[src/source/inst_buffer_pkg.sv]
`default_nettype none

package inst_buffer_pkg;

  localparam int PC_W            = 32;
  localparam int PARCEL_W        = 16;
  localparam int INST_W          = 32;
  localparam int LINE_BITS_DEF   = 64;
  localparam int DISP_WIDTH_DEF  = 2;
  localparam int QUEUE_DEPTH_DEF = 4;
  localparam int MEM_PER_GROUP   = 1;
  localparam int BR_PER_GROUP    = 1;

  typedef enum logic [1:0] {
    CAT_ARITH,
    CAT_MEM,
    CAT_BR,
    CAT_ILLEGAL
  } inst_cat_e;

  function automatic inst_cat_e classify_inst(input logic [INST_W-1:0] inst);
    inst_cat_e cat;
    if (inst[1:0] != 2'b11) begin
      if (inst[15:0] == 16'h0000) begin
        cat = CAT_ILLEGAL;
      end else begin
        case (inst[1:0])
          2'b00:   cat = CAT_MEM;
          2'b01:   cat = (inst[15:13] inside {3'b101, 3'b110, 3'b111}) ? CAT_BR : CAT_ARITH;
          default: cat = CAT_ARITH;
        endcase
      end
    end else begin
      case (inst[6:0])
        7'b0000011, 7'b0100011:             cat = CAT_MEM;   // Load, store
        7'b1100011, 7'b1101111, 7'b1100111: cat = CAT_BR;    // Branch, jal, jalr
        7'b0010011, 7'b0110011,
        7'b0110111, 7'b0010111:             cat = CAT_ARITH;
        default:                            cat = CAT_ILLEGAL;
      endcase
    end
    return cat;
  endfunction

endpackage

`default_nettype wire

[src/source/line_window_if.sv]
`timescale 1ns/1ps
`default_nettype none

// Head line and its successor, as seen by the boundary logic
interface line_window_if #(
  parameter int LINE_BITS = inst_buffer_pkg::LINE_BITS_DEF
);

  logic                              head_valid;
  logic [LINE_BITS-1:0]              head_data;
  logic [inst_buffer_pkg::PC_W-1:0]  head_pc;
  logic                              next_valid;
  logic [LINE_BITS-1:0]              next_data;
  logic                              pop;         // Retire head line

  modport queue (
    output head_valid, head_data, head_pc, next_valid, next_data,
    input  pop
  );

  modport extractor (
    input  head_valid, head_data, head_pc, next_valid, next_data,
    output pop
  );

endinterface

`default_nettype wire

[src/source/slot_if.sv]
`timescale 1ns/1ps
`default_nettype none

interface slot_if #(
  parameter int DISP_WIDTH = inst_buffer_pkg::DISP_WIDTH_DEF
);

  localparam int CNT_W = $clog2(DISP_WIDTH + 1);

  // Located instructions, in program order
  logic [DISP_WIDTH-1:0]                               slot_valid;
  logic [DISP_WIDTH-1:0][inst_buffer_pkg::INST_W-1:0]  slot_inst;
  logic [DISP_WIDTH-1:0]                               slot_compressed;
  logic [DISP_WIDTH-1:0][inst_buffer_pkg::PC_W-1:0]    slot_pc;

  // Group handshake back to the extractor
  logic                                                fire;
  logic [CNT_W-1:0]                                    take_count;

  modport extractor (
    output slot_valid, slot_inst, slot_compressed, slot_pc,
    input  fire, take_count
  );

  modport grouper (
    input  slot_valid, slot_inst, slot_compressed, slot_pc,
    output fire, take_count
  );

endinterface

`default_nettype wire
[src/source/dispatch_grouper.sv]
`timescale 1ns/1ps
`default_nettype none

module dispatch_grouper #(
  parameter int DISP_WIDTH = inst_buffer_pkg::DISP_WIDTH_DEF
) (
  input  logic                                               i_flush,
  slot_if.grouper                                            slots,
  output logic                                               o_disp_valid,
  input  logic                                               i_disp_ready,
  output logic [$clog2(DISP_WIDTH+1)-1:0]                    o_disp_count,
  output logic [DISP_WIDTH-1:0][inst_buffer_pkg::INST_W-1:0] o_disp_inst,
  output logic [DISP_WIDTH-1:0][inst_buffer_pkg::PC_W-1:0]   o_disp_pc,
  output inst_buffer_pkg::inst_cat_e [DISP_WIDTH-1:0]        o_disp_cat,
  output logic [DISP_WIDTH-1:0]                              o_disp_compressed
);

  localparam int CNT_W = $clog2(DISP_WIDTH + 1);

  logic [CNT_W-1:0] w_count;

  // ========================================
  // Group selection
  // ========================================
  always_comb begin
    int                         mem_cnt;
    int                         br_cnt;
    logic                       stop;
    logic                       seen_illegal;
    inst_buffer_pkg::inst_cat_e cat;
    mem_cnt           = 0;
    br_cnt            = 0;
    stop              = 1'b0;
    seen_illegal      = 1'b0;
    w_count           = '0;
    o_disp_inst       = '0;
    o_disp_pc         = '0;
    o_disp_compressed = '0;
    for (int k = 0; k < DISP_WIDTH; k++) begin
      o_disp_cat[k] = inst_buffer_pkg::CAT_ARITH;
    end
    for (int k = 0; k < DISP_WIDTH; k++) begin
      cat = inst_buffer_pkg::classify_inst(slots.slot_inst[k]);
      if (!slots.slot_valid[k] || seen_illegal) begin
        stop = 1'b1;                                   // Gap or after illegal
      end else if (cat == inst_buffer_pkg::CAT_MEM &&
                   mem_cnt >= inst_buffer_pkg::MEM_PER_GROUP) begin
        stop = 1'b1;
      end else if (cat == inst_buffer_pkg::CAT_BR &&
                   br_cnt >= inst_buffer_pkg::BR_PER_GROUP) begin
        stop = 1'b1;
      end
      if (!stop) begin
        w_count              = w_count + 1'b1;
        o_disp_inst[k]       = slots.slot_inst[k];
        o_disp_pc[k]         = slots.slot_pc[k];
        o_disp_cat[k]        = cat;
        o_disp_compressed[k] = slots.slot_compressed[k];
        if (cat == inst_buffer_pkg::CAT_MEM)     mem_cnt = mem_cnt + 1;
        if (cat == inst_buffer_pkg::CAT_BR)      br_cnt = br_cnt + 1;
        if (cat == inst_buffer_pkg::CAT_ILLEGAL) seen_illegal = 1'b1;
      end
    end
  end

  assign o_disp_count     = w_count;
  assign o_disp_valid     = (w_count != '0) & !i_flush;
  assign slots.fire       = o_disp_valid & i_disp_ready;
  assign slots.take_count = w_count;

endmodule

`default_nettype wire

[src/source/fetch_line_queue.sv]
`timescale 1ns/1ps
`default_nettype none

module fetch_line_queue #(
  parameter int LINE_BITS   = inst_buffer_pkg::LINE_BITS_DEF,
  parameter int QUEUE_DEPTH = inst_buffer_pkg::QUEUE_DEPTH_DEF
) (
  input  logic                              i_clk,
  input  logic                              i_reset_n,
  input  logic                              i_flush,
  input  logic                              i_line_valid,
  output logic                              o_line_ready,
  input  logic [inst_buffer_pkg::PC_W-1:0]  i_line_pc,
  input  logic [LINE_BITS-1:0]              i_line_data,
  line_window_if.queue                      win
);

  localparam int PTR_W = (QUEUE_DEPTH > 1) ? $clog2(QUEUE_DEPTH) : 1;

  logic [LINE_BITS-1:0]              r_data [QUEUE_DEPTH];
  logic [inst_buffer_pkg::PC_W-1:0]  r_pc   [QUEUE_DEPTH];
  logic [QUEUE_DEPTH-1:0]            r_valid;
  logic [PTR_W-1:0]                  r_in_ptr;
  logic [PTR_W-1:0]                  r_out_ptr;
  logic [PTR_W-1:0]                  w_out_ptr_p1;
  logic                              w_wr_fire;

  function automatic logic [PTR_W-1:0] ptr_inc(input logic [PTR_W-1:0] ptr);
    return (ptr == PTR_W'(QUEUE_DEPTH - 1)) ? '0 : ptr + 1'b1;
  endfunction

  assign o_line_ready = !(&r_valid);
  assign w_wr_fire    = i_line_valid & o_line_ready;
  assign w_out_ptr_p1 = ptr_inc(r_out_ptr);

  always_ff @(posedge i_clk or negedge i_reset_n) begin
    if (!i_reset_n) begin
      r_valid   <= '0;
      r_in_ptr  <= '0;
      r_out_ptr <= '0;
    end else if (i_flush) begin
      r_valid   <= '0;
      r_in_ptr  <= '0;
      r_out_ptr <= '0;
    end else begin
      if (w_wr_fire) begin
        r_valid[r_in_ptr] <= 1'b1;
        r_in_ptr          <= ptr_inc(r_in_ptr);
      end
      if (win.pop) begin
        r_valid[r_out_ptr] <= 1'b0;
        r_out_ptr          <= w_out_ptr_p1;
      end
    end
  end

  always_ff @(posedge i_clk) begin
    if (w_wr_fire) begin
      r_data[r_in_ptr] <= i_line_data;
      r_pc[r_in_ptr]   <= i_line_pc;
    end
  end

  assign win.head_valid = r_valid[r_out_ptr];
  assign win.head_data  = r_data[r_out_ptr];
  assign win.head_pc    = r_pc[r_out_ptr];
  assign win.next_valid = r_valid[w_out_ptr_p1];
  assign win.next_data  = r_data[w_out_ptr_p1];

  // In pointer must always land on a free entry
  a_no_overwrite: assert property (@(posedge i_clk) disable iff (!i_reset_n)
    (w_wr_fire && !i_flush) |-> !r_valid[r_in_ptr]);

endmodule

`default_nettype wire

[src/source/inst_buffer_top.sv]
`timescale 1ns/1ps
`default_nettype none

module inst_buffer_top #(
  parameter int LINE_BITS   = inst_buffer_pkg::LINE_BITS_DEF,
  parameter int DISP_WIDTH  = inst_buffer_pkg::DISP_WIDTH_DEF,
  parameter int QUEUE_DEPTH = inst_buffer_pkg::QUEUE_DEPTH_DEF
) (
  input  logic                                               i_clk,
  input  logic                                               i_reset_n,
  input  logic                                               i_flush,

  // Fetch side
  input  logic                                               i_line_valid,
  output logic                                               o_line_ready,
  input  logic [inst_buffer_pkg::PC_W-1:0]                   i_line_pc,
  input  logic [LINE_BITS-1:0]                               i_line_data,

  // Dispatch side
  output logic                                               o_disp_valid,
  input  logic                                               i_disp_ready,
  output logic [$clog2(DISP_WIDTH+1)-1:0]                    o_disp_count,
  output logic [DISP_WIDTH-1:0][inst_buffer_pkg::INST_W-1:0] o_disp_inst,
  output logic [DISP_WIDTH-1:0][inst_buffer_pkg::PC_W-1:0]   o_disp_pc,
  output inst_buffer_pkg::inst_cat_e [DISP_WIDTH-1:0]        o_disp_cat,
  output logic [DISP_WIDTH-1:0]                              o_disp_compressed
);

  line_window_if #(.LINE_BITS(LINE_BITS)) u_win ();
  slot_if #(.DISP_WIDTH(DISP_WIDTH)) u_slots ();

  fetch_line_queue #(
    .LINE_BITS   (LINE_BITS),
    .QUEUE_DEPTH (QUEUE_DEPTH)
  ) u_queue (
    .i_clk        (i_clk),
    .i_reset_n    (i_reset_n),
    .i_flush      (i_flush),
    .i_line_valid (i_line_valid),
    .o_line_ready (o_line_ready),
    .i_line_pc    (i_line_pc),
    .i_line_data  (i_line_data),
    .win          (u_win.queue)
  );

  parcel_extractor #(
    .LINE_BITS  (LINE_BITS),
    .DISP_WIDTH (DISP_WIDTH)
  ) u_extractor (
    .i_clk     (i_clk),
    .i_reset_n (i_reset_n),
    .i_flush   (i_flush),
    .win       (u_win.extractor),
    .slots     (u_slots.extractor)
  );

  dispatch_grouper #(.DISP_WIDTH(DISP_WIDTH)) u_grouper (
    .i_flush           (i_flush),
    .slots             (u_slots.grouper),
    .o_disp_valid      (o_disp_valid),
    .i_disp_ready      (i_disp_ready),
    .o_disp_count      (o_disp_count),
    .o_disp_inst       (o_disp_inst),
    .o_disp_pc         (o_disp_pc),
    .o_disp_cat        (o_disp_cat),
    .o_disp_compressed (o_disp_compressed)
  );

endmodule

`default_nettype wire

[src/source/parcel_extractor.sv]
`timescale 1ns/1ps
`default_nettype none

module parcel_extractor #(
  parameter int LINE_BITS  = inst_buffer_pkg::LINE_BITS_DEF,
  parameter int DISP_WIDTH = inst_buffer_pkg::DISP_WIDTH_DEF
) (
  input  logic            i_clk,
  input  logic            i_reset_n,
  input  logic            i_flush,
  line_window_if.extractor win,
  slot_if.extractor       slots
);

  localparam int PW    = inst_buffer_pkg::PARCEL_W;
  localparam int PPL   = LINE_BITS / PW;          // Parcels per line
  localparam int OFF_W = $clog2(PPL);
  localparam int IDX_W = $clog2(2 * PPL) + 1;

  logic [OFF_W-1:0]       r_offset;
  logic [2*LINE_BITS-1:0] w_window;
  logic [IDX_W-1:0]       w_idx [DISP_WIDTH+1];
  logic [IDX_W-1:0]       w_next_idx;
  logic                   w_pop;

  // Empty lines read as zero parcels
  assign w_window = {win.next_valid ? win.next_data : {LINE_BITS{1'b0}},
                     win.head_valid ? win.head_data : {LINE_BITS{1'b0}}};

  // ========================================
  // Boundary walk
  // ========================================
  always_comb begin
    logic [PW-1:0]    lo;
    logic [PW-1:0]    hi;
    logic [IDX_W-1:0] last;
    logic             is_c;
    logic             chain;
    chain    = win.head_valid;
    w_idx[0] = IDX_W'(r_offset);
    for (int k = 0; k < DISP_WIDTH; k++) begin
      lo = '0;
      hi = '0;
      if (w_idx[k] < 2 * PPL) lo = w_window[w_idx[k]*PW +: PW];
      if (w_idx[k] + 1 < 2 * PPL) hi = w_window[(w_idx[k]+1)*PW +: PW];
      is_c       = (lo[1:0] != 2'b11);
      w_idx[k+1] = w_idx[k] + (is_c ? IDX_W'(1) : IDX_W'(2));
      last       = w_idx[k+1] - 1'b1;                  // Last parcel of slot
      chain      = chain & ((last < PPL) | ((last < 2 * PPL) & win.next_valid));
      slots.slot_valid[k]      = chain;
      slots.slot_compressed[k] = is_c;
      slots.slot_inst[k]       = is_c ? {{(inst_buffer_pkg::INST_W - PW){1'b0}}, lo}
                                      : {hi, lo};
      slots.slot_pc[k]         = win.head_pc
                                 + inst_buffer_pkg::PC_W'({w_idx[k], 1'b0});
    end
  end

  always_comb begin
    w_next_idx = w_idx[0];
    for (int k = 1; k <= DISP_WIDTH; k++) begin
      if (slots.take_count == k) w_next_idx = w_idx[k];
    end
  end

  assign w_pop   = slots.fire & (w_next_idx >= PPL);   // Group reached next line
  assign win.pop = w_pop;

  always_ff @(posedge i_clk or negedge i_reset_n) begin
    if (!i_reset_n) begin
      r_offset <= '0;
    end else if (i_flush) begin
      r_offset <= '0;
    end else if (w_pop) begin
      r_offset <= OFF_W'(w_next_idx - PPL);            // Carry the excess
    end else if (slots.fire) begin
      r_offset <= OFF_W'(w_next_idx);
    end
  end

  a_pop_needs_head: assert property (@(posedge i_clk) disable iff (!i_reset_n)
    w_pop |-> win.head_valid);

endmodule

`default_nettype wire

[config.mk]
export PLATFORM = sky130hd
export DESIGN_NAME = inst_buffer_top
export DESIGN_NICKNAME = d
export VERILOG_FILES = /design/src/source/inst_buffer_pkg.sv /design/src/source/line_window_if.sv /design/src/source/slot_if.sv /design/src/source/dispatch_grouper.sv /design/src/source/fetch_line_queue.sv /design/src/source/inst_buffer_top.sv /design/src/source/parcel_extractor.sv
export SDC_FILE = /design/constraint.sdc
export NUM_CORES = 1
export LEC_CHECK = 0
export ABC_AREA = 1
export BUFFER_PORTS_ARGS = -buffer_cell sky130_fd_sc_hd__buf_2
export CAP_MARGIN = 30
export CELL_PAD_IN_SITES_DETAIL_PLACEMENT = 0
export CELL_PAD_IN_SITES_GLOBAL_PLACEMENT = 1
export CORE_ASPECT_RATIO = 1.25
export CORE_MARGIN = 3
export CORE_UTILIZATION = 40
export CTS_CLUSTER_DIAMETER = 50
export DETAILED_ROUTE_END_ITERATION = 16
export PLACE_DENSITY_LB_ADDON = 0.15
export SETUP_SLACK_MARGIN = 0.1
export SYNTH_ARGS = -nofsm -noshare
export SYNTH_HDL_FRONTEND = slang
export SYNTH_SLANG_ARGS = --single-unit
[constraint.sdc]
create_clock -name i_clk -period 14.15 [get_ports i_clk]
set_input_delay 2.83 -clock i_clk [delete_from_list [all_inputs] [get_ports i_clk]]
set_output_delay 2.83 -clock i_clk [all_outputs]
set_load 0.005 [all_outputs]
==> results of run 1 <==
-- synth_stat cells, drive strengths merged, types with 3 or more instances --
cell	instances
nor3	15
o22ai	13
clkbuf	67
nand3	350
o21ai	132
a211oi	4
xnor2	4
o211ai	34
nor4	4
fa	4
a21oi	143
xor2	25
buf	121
clkinv	3
a2111oi	7
ha	17
edfxtp	384
o2111ai	8
a32oi	23
o31ai	4
o21a	4
a32o	3
nor2	289
dfrtp	10
nand2	1075
inv	375
nand4	13
-- stage by stage --
stage | hold WS (ns) | total power, mW | std cells | setup slack [ns]
global placement | 0.523 | 2.08 | 3991 | 2.27
global route | 0.554 | 3.44 | 4081 | 1.72
floorplan | 0.508 | 1.82 | 3141 | 5.36
finish | 0.547 | 3.29 | 4082 | 2.37
CTS | 0.541 | 3.30 | 4078 | 1.49
detailed placement | 0.530 | 2.09 | 3992 | 2.15
-- cell families (layout without fill, tap and decap cells) --
kind of cell,count (synthesis),after routing,share of synthesized area
DFF,394,394,0.486
other,0,1,0
and+or+nand+nor,1749,1749,0.299
AOI/OAI and AO/OA,382,382,0.0945
adders and majority gates,21,21,0.0121
xor gates and xnor gates,29,29,0.0105
buffers and inverters,566,741,0.0984
-- cell usage in the layout, fill, tap and decap left out, types with 16 or more instances in the layout --
master	Yosys	layout
nand3_1	349	348
inv_1	341	341
o211ai_1	34	34
clkbuf_16	0	50
o21ai_0	107	107
o21ai_1	25	25
ha_1	17	16
a21oi_1	143	143
xor2_1	25	25
edfxtp_1	384	384
buf_4	20	35
nor2_1	250	246
nor2_2	36	35
buf_2	67	238
nand2_1	1071	1070
inv_2	34	33
-- layout make-up --
cell class / instances / area (sq um)
Fill cell: 5896 / 32400
Sequential cell: 394 / 11800
Multi-Input combinational cell: 2181 / 10100
Timing Repair Buffer: 277 / 1560
Inverter: 378 / 1420
Clock buffer: 58 / 1280
Tap cell: 765 / 957
Clock inverter: 28 / 283
Antenna cell: 1 / 2.50
-- path summary, 6_finish.rpt --
path,from,to,slack [ns]
setup / recovery,u_queue.r_out_ptr[0]$_DFFE_PN0P_,o_disp_count[0],2.37
hold / removal,u_queue.r_valid[3]$_DFF_PN0_,u_queue.r_valid[3]$_DFF_PN0_,0.55
setup reg to reg,u_queue.r_out_ptr[0]$_DFFE_PN0P_,u_queue.r_out_ptr[1]$_DFFE_PN0P_,4.93
hold reg to reg,u_queue.r_valid[3]$_DFF_PN0_,u_queue.r_valid[3]$_DFF_PN0_,0.55
max in group asynchronous,i_reset_n,u_queue.r_out_ptr[0]$_DFFE_PN0P_,11.77
min in group asynchronous,i_reset_n,u_queue.r_in_ptr[1]$_DFFE_PN0P_,2.13
-- per-layer routing --
| metal | track usage | routed length (um) |
|---|---|---|
| met5 | 0 | 29 |
| met4 | 0.113 | 3710 |
| met2 | 0.485 | 44400 |
| met3 | 0.0478 | 5610 |
| met1 | 0.338 | 35900 |
-- state kept, by name, summed over array words and instances (netlist names) --
signal	cells
u_queue.r_valid	4
u_queue.r_pc	128
u_queue.r_out_ptr	2
u_queue.r_in_ptr	2
u_queue.r_data	256
u_extractor.r_offset	2
-- worst max-delay path: cells and delay by family, from the launching register on --
kind | cells | cell delay (ns)
buf+inv | 9 | 2.59
simple gates | 16 | 2.48
compound gates | 4 | 0.62
xor+xnor | 1 | 0.13
flops | 1 | 0.64
fa+ha+maj | 4 | 1.76
-- power by group --
part / internal (mW) / switching (mW) / total (mW)
Sequential: 1.34 / 0.0139 / 1.35
Clock: 0.722 / 0.492 / 1.21
Combinational: 0.206 / 0.516 / 0.722
==> flow_summary.yaml, run 1 <==
floorplan:
  floorplan.initialDensity: 0.405
  dieArea_sq_mm: 0.0636
  die_h_um: 281
  row_count: 100
  die_x_um: 226
  pin_count: 239
  core_sq_mm: 0.0598
logic_synthesis:
  async_flop_share: 0.0254
  synth_nets: 3263
  syn-cell-area_sq_mm: 0.0242
  ys_seq_area_frac: 0.486
  synth.area.top_cells: "edfxtp_1 48%, nand2_1 17%, nand3_1 7.2%"
  synth_area_leader_cell: "edfxtp_1"
  synth.top_cell.area_share: 0.476
  synthDistinctLibCells: 49
  syn_inst: 3141
  synth_edf_count: 384
  synth_seq_cells: 394
  avgSynthCellArea_sq_um: 7.72
  synth_warnings: 0
  synthFlopType: "edfxtp_1"
route:
  firstDrtPassIters: 6
  wl_mm: 89.6
  detail_route.wl_per_cell_um: 21.9
  vias: 22300
  drc_errors: 0
  via_per_inst: 5.45
  drt-initial-drc-count: 1802
  ant_nets: 0
clock_network:
  clkTransAtPathRegs_ns: 0.06
  cts_htree_levels: 2
  ctsHoldBuffers: 0
  clock_path_buffers: 3
  cts-resized-gates: 0
  cts_tree: "built"
  clock_sinks: 394
  clk_latency_ns: 0.58
  cts_made_buffers: 48
  cts_setup_buffers: 0
  cts-root-buf: "clkbuf_16"
timing:
  worst_pin_slew_ns: 0.991
  setup_violations: 0
  fin_skew_ns: 0.0162
  relSlewSlack: 0.339
  tns_ns: 0
  post-route-period-util: 0.832
  finalHoldViolCount: 0
  rsz0062_at_grt: "false"
  period_needed_ns: 11.78
  drv_slew: 0
  max_freq_mhz: 84.9
run:
  maxCapViolCount: 0
critical_path:
  r2r_cells: 37
  critPathRequiredTime_ns: 11.32
  crit_path_top_delay_cell: "fa_1"
  endpoint_kind: "output port"
  cpPeakStageDelay_ns: 0.82
  crit_fanout: 64
  worst-setup-path-type: "flop to output port"
  worstPathArrival_ns: 8.95
  cp-start-kind: "flop"
  crit_top_cell: "nand2_1"
final_layout:
  postLayoutCoreUtil: 0.459
  drive_gt1_frac: 0.137
  layout.nets: 3402
  stdcell_area_sq_mm: 0.0274
  syn_to_final_growth_pct: 13.1
pwr:
  p_leak_nw: 12.2
  power_density_mw_per_mm2: 120
  worst_ir_drop_vdd_v: 0.0000932
place:
  dp_hpwl_mm: 60.5
  finalWeightedCongestion: 0.929
  place_area_sq_mm: 0.0258
  numPortBuffers: 238
global_routing:
  grt_pass1_vias: 22000
  track_usage: 0.277
  grt_pass1_wl_mm: 134
  antenna_found_initial: 4
  overflow: 0
  grt_max_degree: 91
hold_path:
  min_path_type: "flop to flop"
  min_path_cells: 2
outcome:
  status: "completed"
(Power assumes the default switching activity.)
==> run 2, diff against run 1 <==
--- a/config.mk
+++ b/config.mk
@@ -5,7 +5,7 @@
 export SDC_FILE = /design/constraint.sdc
 export NUM_CORES = 1
 export LEC_CHECK = 0
-export ABC_AREA = 1
+export ABC_AREA = 0
 export BUFFER_PORTS_ARGS = -buffer_cell sky130_fd_sc_hd__buf_2
 export CAP_MARGIN = 30
 export CELL_PAD_IN_SITES_DETAIL_PLACEMENT = 0
==> constraint.sdc (replaced) <==
create_clock -name i_clk -period 11.4 [get_ports i_clk]
set_input_delay 2.28 -clock i_clk [delete_from_list [all_inputs] [get_ports i_clk]]
set_output_delay 2.28 -clock i_clk [all_outputs]
set_load 0.005 [all_outputs]
==> flow_summary.yaml, run 2 <==
critical_path:
  cp-start-kind: "flop"
  worst-setup-path-type: "flop to output port"
  cpPeakStageDelay_ns: 0.73
  crit_fanout: 36
  r2r-start: "u_queue.r_out_ptr[1]$_DFFE_PN0P_"
  cp-startpoint: "u_queue.r_out_ptr[1]$_DFFE_PN0P_"
  worstPathArrival_ns: 8.45
  critPathRequiredTime_ns: 9.12
  crit_path_top_delay_cell: "dfrtp_4"
  endpoint_kind: "output port"
logic_synthesis:
  ys_top_cells_by_count: "384 x edfxtp_1, 190 x mux4_2, 145 x nand2_1, 125 x nor2_1, 93 x mux2i_1"
  synthFlopType: "edfxtp_1"
  synth.top_cell.area_share: 0.505
  synth_nets: 1811
  synth_warnings: 0
  avgSynthCellArea_sq_um: 13.5
  synth_seq_cells: 394
  synth_area_leader_cell: "edfxtp_1"
  synthDistinctLibCells: 74
  async_flop_share: 0.0254
  synth.area.top_cells: "edfxtp_1 50%, mux4_2 19%, mux2i_1 4.1%"
  ys_seq_area_frac: 0.516
  syn_inst: 1689
  yosysMostFrequentCell: "edfxtp_1"
  synth_edf_count: 384
  syn-cell-area_sq_mm: 0.0228
route:
  wl_mm: 80.3
  vias: 16700
  drt-initial-drc-count: 1551
  firstDrtPassIters: 6
  via_per_inst: 6.26
  drc_errors: 0
  detail_route.wl_per_cell_um: 30.0
  ant_nets: 0
hold_path:
  min_path_type: "flop to flop"
  hp-start: "u_queue.r_in_ptr[0]$_DFFE_PN0P_"
pwr:
  worst_ir_drop_vdd_v: 0.000124
  power_density_mw_per_mm2: 139
  finalPower_mw: 3.68
  p_leak_nw: 8.98
final_layout:
  final_cell_mix: "384 x edfxtp_1, 239 x buf_2, 190 x mux4_2"
  fin_cells: 2674
  syn_to_final_growth_pct: 15.7
  layout.nets: 2014
  drive_gt1_frac: 0.310
  final_common_cell: "edfxtp_1"
  top_regs: "u_queue.r_data: 256 flops, u_queue.r_pc: 128 flops, u_queue.r_valid: 4 flops"
  largest-register: "u_queue.r_data"
  largest_register_ffs: 256
  postLayoutCoreUtil: 0.470
global_routing:
  grt_pass1_vias: 17000
  overflow: 0
  grt_pass1_wl_mm: 116
  track_usage: 0.265
  antenna_found_initial: 9
  grt_max_degree: 80
place:
  dp.cells: 2580
  finalWeightedCongestion: 0.919
  dp_hpwl_mm: 55.9
  numPortBuffers: 238
floorplan:
  row_count: 97
  die_h_um: 273
  floorplan.initialDensity: 0.406
  core_sq_mm: 0.0563
  die_x_um: 220
  pin_count: 239
  dieArea_sq_mm: 0.0600
clock_network:
  clk_latency_ns: 0.59
  clock_sinks: 394
  cts-root-buf: "clkbuf_16"
  cts_tree: "built"
  clkTransAtPathRegs_ns: 0.06
  cts_htree_levels: 2
  clock_path_buffers: 3
  ctsHoldBuffers: 0
  cts_made_buffers: 48
run:
  maxCapViolCount: 0
timing:
  setup_violations: 0
  finalHoldViolCount: 0
  tns_ns: 0
  drv_slew: 0
  worst_pin_slew_ns: 1.02
  fin_skew_ns: 0.0208
  period_needed_ns: 10.73
  timing.hold.ws_ns: 0.666
  post-route-period-util: 0.941
  rsz0062_at_grt: "false"
  relSlewSlack: 0.321
  max_freq_mhz: 93.2
outcome:
  status: "completed"
==> run 2: cell count changes after synthesis, sizes merged, moves of 81 or more <==
| cell | before | now |
|---|---|---|
| o21ai | 132 | 37 |
| nand2 | 1075 | 145 |
| inv | 375 | 22 |
| mux4 | 0 | 190 |
| a21oi | 143 | 62 |
| nand3 | 350 | 40 |
| mux2i | 0 | 94 |
| nor2 | 289 | 125 |
==> run 2: logic make-up after synthesis <==
| kind of cell | after synthesis | synth area share |
|---|---|---|
| simple gates | 501 | 0.106 |
| flops | 394 | 0.516 |
| mux | 299 | 0.236 |
| compound gates | 263 | 0.0785 |
| buf+inv | 160 | 0.0317 |
| xor+xnor | 51 | 0.0196 |
| fa+ha+maj | 21 | 0.0128 |
==> run 2: final timing paths <==
| path | to | slack (ns) | depth (start not counted) |
|---|---|---|---|
| worst max-delay path | o_disp_count[1] | 0.67 | 25 |
| worst min-delay path | u_queue.r_in_ptr[0]$_DFFE_PN0P_ | 0.67 | 3 |
| worst max register to register | u_queue.r_out_ptr[0]$_DFFE_PN0P_ | 2.06 | 30 |
| worst min register to register | u_queue.r_in_ptr[0]$_DFFE_PN0P_ | 0.67 | 3 |
| max in group asynchronous | u_queue.r_out_ptr[0]$_DFFE_PN0P_ | 9.47 | 1 |
| min in group asynchronous | u_queue.r_valid[1]$_DFF_PN0_ | 1.61 | 1 |
==> run 2: per-layer routing <==
layer	vias to the layer above	track usage	wire length, um
li1	7223	-	-
met1	8543	0.332	30400
met2	784	0.455	40400
met3	170	0.0467	5930
met4	14	0.105	3480
met5	-	0	94
==> run 2: final cells by class <==
| class | count | area, sq um |
|---|---|---|
| diodes | 2 | 5.00 |
| clock buffers | 54 | 1240 |
| clock inverters | 34 | 246 |
| fillers | 5100 | 29900 |
| inverters | 22 | 86.3 |
| multi-input cells | 1135 | 10400 |
| flip-flops and latches | 394 | 11800 |
| well taps | 742 | 928 |
| repair buffers | 291 | 1700 |
==> run 2: repair_timing <==
item,4_1_cts,5_1_grt
buffers inserted,0,2
endpoints found under the setup margin,0,38
gates resized for setup,0,4
==> run 2: critical path, delay by kind of cell (launching register included) <==
family | cells | cell delay [ns]
DFF | 1 | 0.73
and+or+nand+nor | 6 | 1.05
buffers and inverters | 7 | 1.96
adders and majority gates | 5 | 1.94
AOI/OAI and AO/OA | 6 | 1.58
muxes | 1 | 0.56
==> run 2: stage by stage <==
stage / area (sq um) / setup WS [ns]
after global placement: 24800 / 1.05
final: 26400 / 0.673
after floorplan: 22800 / 2.56
after global routing: 26400 / 0.167
after CTS: 26300 / 0.278
after detailed placement: 24800 / 0.923
==> run 2: power breakdown <==
part           internal [mW]  leakage (nW)  switching [mW]  total (mW)
Combinational          0.198          4.60           0.368       0.566
Clock                  0.817         0.725           0.613        1.43
Sequential              1.65          3.66          0.0303        1.68
Total                   2.67          8.98            1.01        3.68
